$ cat src/design/pixels_pkg.sv
`default_nettype none

package pixels_pkg;

  localparam int word_width = 8;
  localparam int rows = 4;
  localparam int kh_max = 3;
  localparam int edge_words = kh_max / 2;

  // Input stream geometry
  localparam int s_words = 4;
  localparam int s_width = s_words * word_width;

  localparam int vec_words = rows + edge_words;
  localparam int shift_words = rows + kh_max - 1;

  // Packer staging buffer, enough for a partial vector plus one beat
  localparam int pack_words = vec_words + s_words - 1;
  localparam int bits_pack = $clog2(pack_words + 1);

  // Header fields
  localparam int bits_kh2 = 2;
  localparam int bits_cin = 4;
  localparam int bits_cols = 6;
  localparam int bits_blocks = 4;
  localparam int hdr_pad = s_width - bits_blocks - bits_cols - bits_cin - bits_kh2;

  localparam int edge_depth = 1024;
  localparam int bits_edge_addr = $clog2(edge_depth);

  // First beat of an image is the header, the rest are pixel words
  typedef union packed {
    logic [s_words-1:0][word_width-1:0] words;
    struct packed {
      logic [hdr_pad-1:0]     pad;
      logic [bits_blocks-1:0] blocks;
      logic [bits_cols-1:0]   cols;
      logic [bits_cin-1:0]    cin;
      logic [bits_kh2-1:0]    kh2;
    } hdr;
  } pixel_beat_u;

endpackage

`default_nettype wire

$ cat src/design/axis_reg_slice.sv
`timescale 1ns/1ps
`default_nettype none

module axis_reg_slice (
  input  logic                            aclk,
  input  logic                            aresetn,
  input  logic                            s_valid,
  input  logic                            s_last,
  input  logic [pixels_pkg::s_width-1:0]  s_data,
  input  logic [pixels_pkg::s_words-1:0]  s_keep,
  output logic                            s_ready,
  output logic                            m_valid,
  output logic                            m_last,
  output logic [pixels_pkg::s_width-1:0]  m_data,
  output logic [pixels_pkg::s_words-1:0]  m_keep,
  input  logic                            m_ready
);
  import pixels_pkg::*;

  logic [s_width-1:0] skid_data;
  logic [s_words-1:0] skid_keep;
  logic               skid_last;
  logic               out_free;

  assign out_free = !m_valid || m_ready;

  // s_ready low means the skid register holds a beat
  always_ff @(posedge aclk) begin
    if (!aresetn) begin
      m_valid <= 1'b0;
      s_ready <= 1'b1;
    end else if (s_ready) begin
      if (out_free) begin
        m_valid <= s_valid;
      end else if (s_valid) begin
        s_ready <= 1'b0;
      end
    end else if (m_ready) begin
      s_ready <= 1'b1;
    end
  end

  always_ff @(posedge aclk) begin
    if (s_ready && out_free) begin
      m_data <= s_data;
      m_keep <= s_keep;
      m_last <= s_last;
    end else if (!s_ready && m_ready) begin
      m_data <= skid_data;
      m_keep <= skid_keep;
      m_last <= skid_last;
    end
    // Skid follows the input while open, freezes once full
    if (s_ready) begin
      skid_data <= s_data;
      skid_keep <= s_keep;
      skid_last <= s_last;
    end
  end

endmodule

`default_nettype wire

$ cat config.mk
export PLATFORM = sky130hd
export DESIGN_NAME = axis_reg_slice
export DESIGN_NICKNAME = d
export VERILOG_FILES = /design/src/design/pixels_pkg.sv /design/src/design/axis_reg_slice.sv
export SDC_FILE = /design/constraint.sdc
export NUM_CORES = 1
export LEC_CHECK = 0
export BUFFER_PORTS_ARGS = -buffer_cell sky130_fd_sc_hd__buf_4
export CAP_MARGIN = 5
export CORE_ASPECT_RATIO = 0.5
export CORE_MARGIN = 2
export CORE_UTILIZATION = 30
export DETAILED_ROUTE_END_ITERATION = 6
export HOLD_SLACK_MARGIN = 0.08
export PLACE_DENSITY = 0.57
export SYNTH_ARGS = -nofsm -noshare
export SYNTH_HDL_FRONTEND = slang
export SYNTH_SLANG_ARGS = --single-unit
$ cat constraint.sdc
create_clock -name aclk -period 5.8 [get_ports aclk]
set_clock_uncertainty 0.2 [all_clocks]
set_input_delay 0.58 -clock aclk [delete_from_list [all_inputs] [get_ports aclk]]
set_output_delay 0.58 -clock aclk [all_outputs]
set_load 0.1 [all_outputs]
==> impl_metrics.py <==
metrics = {
    "status": {
        "outcome": "finished, final reports clean",
    },
    "yosys": {
        "synth_top_area_share": 0.798,
        "synth.net_count": 166,
        "yosys.area.top_type": "edfxtp_1",
        "yosysWarnings": 0,
        "syn_avg_cell_area_um2": 22.3,
        "seq_area_frac_synth": 0.813,
        "syn_area_mm2": 0.00278,
        "ys_ff_latch": 76,
        "synthCells": 125,
        "yosys-top-cells-area": "edfxtp_1 80%, mux2_2 14%, buf_8 1.6%",
        "synth_cell_type_count": 12,
    },
    "routing": {
        "drt-pass1-iter-count": 4,
        "ant_nets": 0,
        "viasPerCell": 4.29,
        "wl_met3_um": 184,
        "vias": 1438,
        "drt-initial-drc-count": 68,
        "top_layer_used": "met4",
        "drt-wirelength-per-cell_um": 14.9,
        "routed-wl-met2_um": 2630,
        "route.detailed.drc": 0,
        "drt-met1-wl_um": 2080,
        "wl_um": 4980,
    },
    "sta": {
        "finalCritPeriodShare": 0.443,
        "hold_violations": 0,
        "worst_pin_slew_ns": 1.21,
        "min_period_ns": 2.57,
        "fin_hold_ws_ns": 0.240,
        "maxSlewViolCount": 0,
        "grt_setup_unrepaired": "no",
        "fin_tns_setup_ns": 0,
        "setup_viol": 0,
        "slew-limit-headroom": 0.190,
        "fmax_mhz": 389,
    },
    "setup_path": {
        "worst-path-buf-inv": 0,
        "endpoint_kind": "flop",
        "cp_top_family": "flip-flops",
        "critPathKind": "flop to flop",
        "required_ns": 5.67,
        "critPathMaxStageDelay_ns": 1.02,
        "arrival_ns": 2.44,
        "cp_max_fo": 43,
        "crit_chain": "o21ai_4 > mux2_1",
        "crit_slowest_cell": "dfxtp_2",
        "critPathLaunchType": "flop",
    },
    "place": {
        "gp_congestion": 0.630,
        "hpwl_um": 3270,
        "port_buffers": 79,
    },
    "pwr": {
        "powerDensity_mw_per_mm2": 390,
        "p_int_mw": 1.01,
        "p_switching_uw": 443,
        "power.leakage_nw": 1.46,
        "peakVddDrop_v": 0.000139,
        "clkPwrFrac": 0.322,
        "sequentialPowerShare": 0.461,
        "switching_share": 0.304,
        "power_frac_comb": 0.217,
    },
    "cells_and_area": {
        "finalNetCount": 254,
        "area_growth_pct": 34.3,
        "drive_gt1_frac": 0.583,
        "diodes": 0,
    },
    "die": {
        "die_area_mm2": 0.0101,
        "io_pins": 80,
        "die_w_um": 140,
        "placementRows": 24,
        "core_mm2": 0.00886,
        "start_util": 0.314,
        "fp.dieH_um": 72.1,
    },
    "grt": {
        "grt_pass1_vias": 1627,
        "grt_antenna_before_repair": 0,
        "grt_usage": 0.107,
        "grt_pass1_wl_um": 8200,
        "overflow": 0,
        "grt_max_degree": 44,
    },
    "clock_network": {
        "clkLatencyLatePin_ns": 0.32,
        "holdBufCountCts": 0,
        "clk_pin_slew_ns": 0.05,
        "cts_buffer_depth": 2,
        "cts_buffers": 9,
        "clockRootBuffer": "clkbuf_16",
        "cts.sinks": 76,
        "ctsHtreeMaxLevel": 3,
        "cts_tree": "done",
        "post_cts_buffers": 0,
        "cts-resized-gates": 0,
    },
    "worst_hold_path": {
        "hold_class": "input port to flop",
    },
    "flow_run": {
        "cap_violations": 0,
    },
}
==> cell usage after synthesis <==
master and number:
nand2_1 3, o21ai_4 1, inv_1 1, a22oi_1 1, buf_8 3, dfxtp_1 2
edfxtp_1 74, nand3b_1 1, nor2b_1 1, a21o_1 1, mux2_1 2, mux2_2 35
==> worst reg2reg max path: cells and delay by family, from the launching register on <==
| kind | cells | cell delay (ns) |
|---|---|---|
| flops | 1 | 1.02 |
| compound gates | 1 | 0.58 |
| mux | 1 | 0.51 |
==> layout by cell type, fill, tap and decap left out, types with 2 or more instances in the layout <==
master,count
mux2_1,2
clkbuf_1,3
clkinv_1,3
nand2_1,3
edfxtp_1,74
mux2_2,35
buf_4,80
clkbuf_16,9
==> through the flow <==
stage / area [um2] / instances / power, mW / util / setup WS [ns]
after detailed placement: 3490 / 319 / 1.00 / 0.394 / 3.15
after global routing: 3740 / 335 / 1.51 / 0.422 / 2.97
after global placement: 3490 / 319 / 0.998 / 0.394 / 3.22
final: 3740 / 335 / 1.46 / 0.422 / 3.23
after floorplan: 2780 / 125 / 0.926 / - / 2.36
after CTS: 3740 / 335 / 1.48 / 0.422 / 3.14
==> logic make-up (layout without fill, tap and decap cells) <==
| group | Yosys count | in the layout | synth area share |
|---|---|---|---|
| AND/OR/NAND/NOR | 5 | 5 | 0.00899 |
| flip-flops | 76 | 76 | 0.813 |
| AO/OA/AOI/OAI | 3 | 3 | 0.0112 |
| buffers and inverters | 4 | 97 | 0.0175 |
| multiplexers | 37 | 37 | 0.150 |
==> power by group through the flow <==
stage,Combinational (mW),Clock [mW],Sequential [mW]
floorplan,0.0400,0,0.886
global placement,0.316,0,0.682
detailed placement,0.319,0,0.684
CTS,0.320,0.487,0.672
global route,0.327,0.504,0.677
finish,0.317,0.469,0.672
==> final cells by class <==
type	count	area [um2]
flip-flops and latches	76	2260
clock inverters	4	16.3
well taps	117	146
multi-input cells	45	473
repair buffers	80	601
clock buffers	12	236
inverters	1	3.75
fillers	790	5120
==> metal layers <==
metal / track usage / up-vias
li1: - / 676
met5: 0 / -
met3: 0.0290 / 10
met2: 0.188 / 28
met4: 0.0539 / 0
met1: 0.123 / 724
==> worst paths after layout <==
check,start,to,slack [ns],cells past startpoint
setup / recovery,s_ready,m_data[29],3.23,2
hold / removal,s_keep[3],skid_keep[3],0.24,1
setup reg to reg,s_ready,m_data[29],3.23,2
hold reg to reg,skid_data[4],m_data[4],0.34,1
==> registers in the layout (all words and copies together), names as in the netlist <==
signal     count
m_data        32
skid_data     32
m_keep         4
skid_keep      4
m_last         1
m_valid        1
s_ready        1
skid_last      1
(Power assumes the default switching activity.)
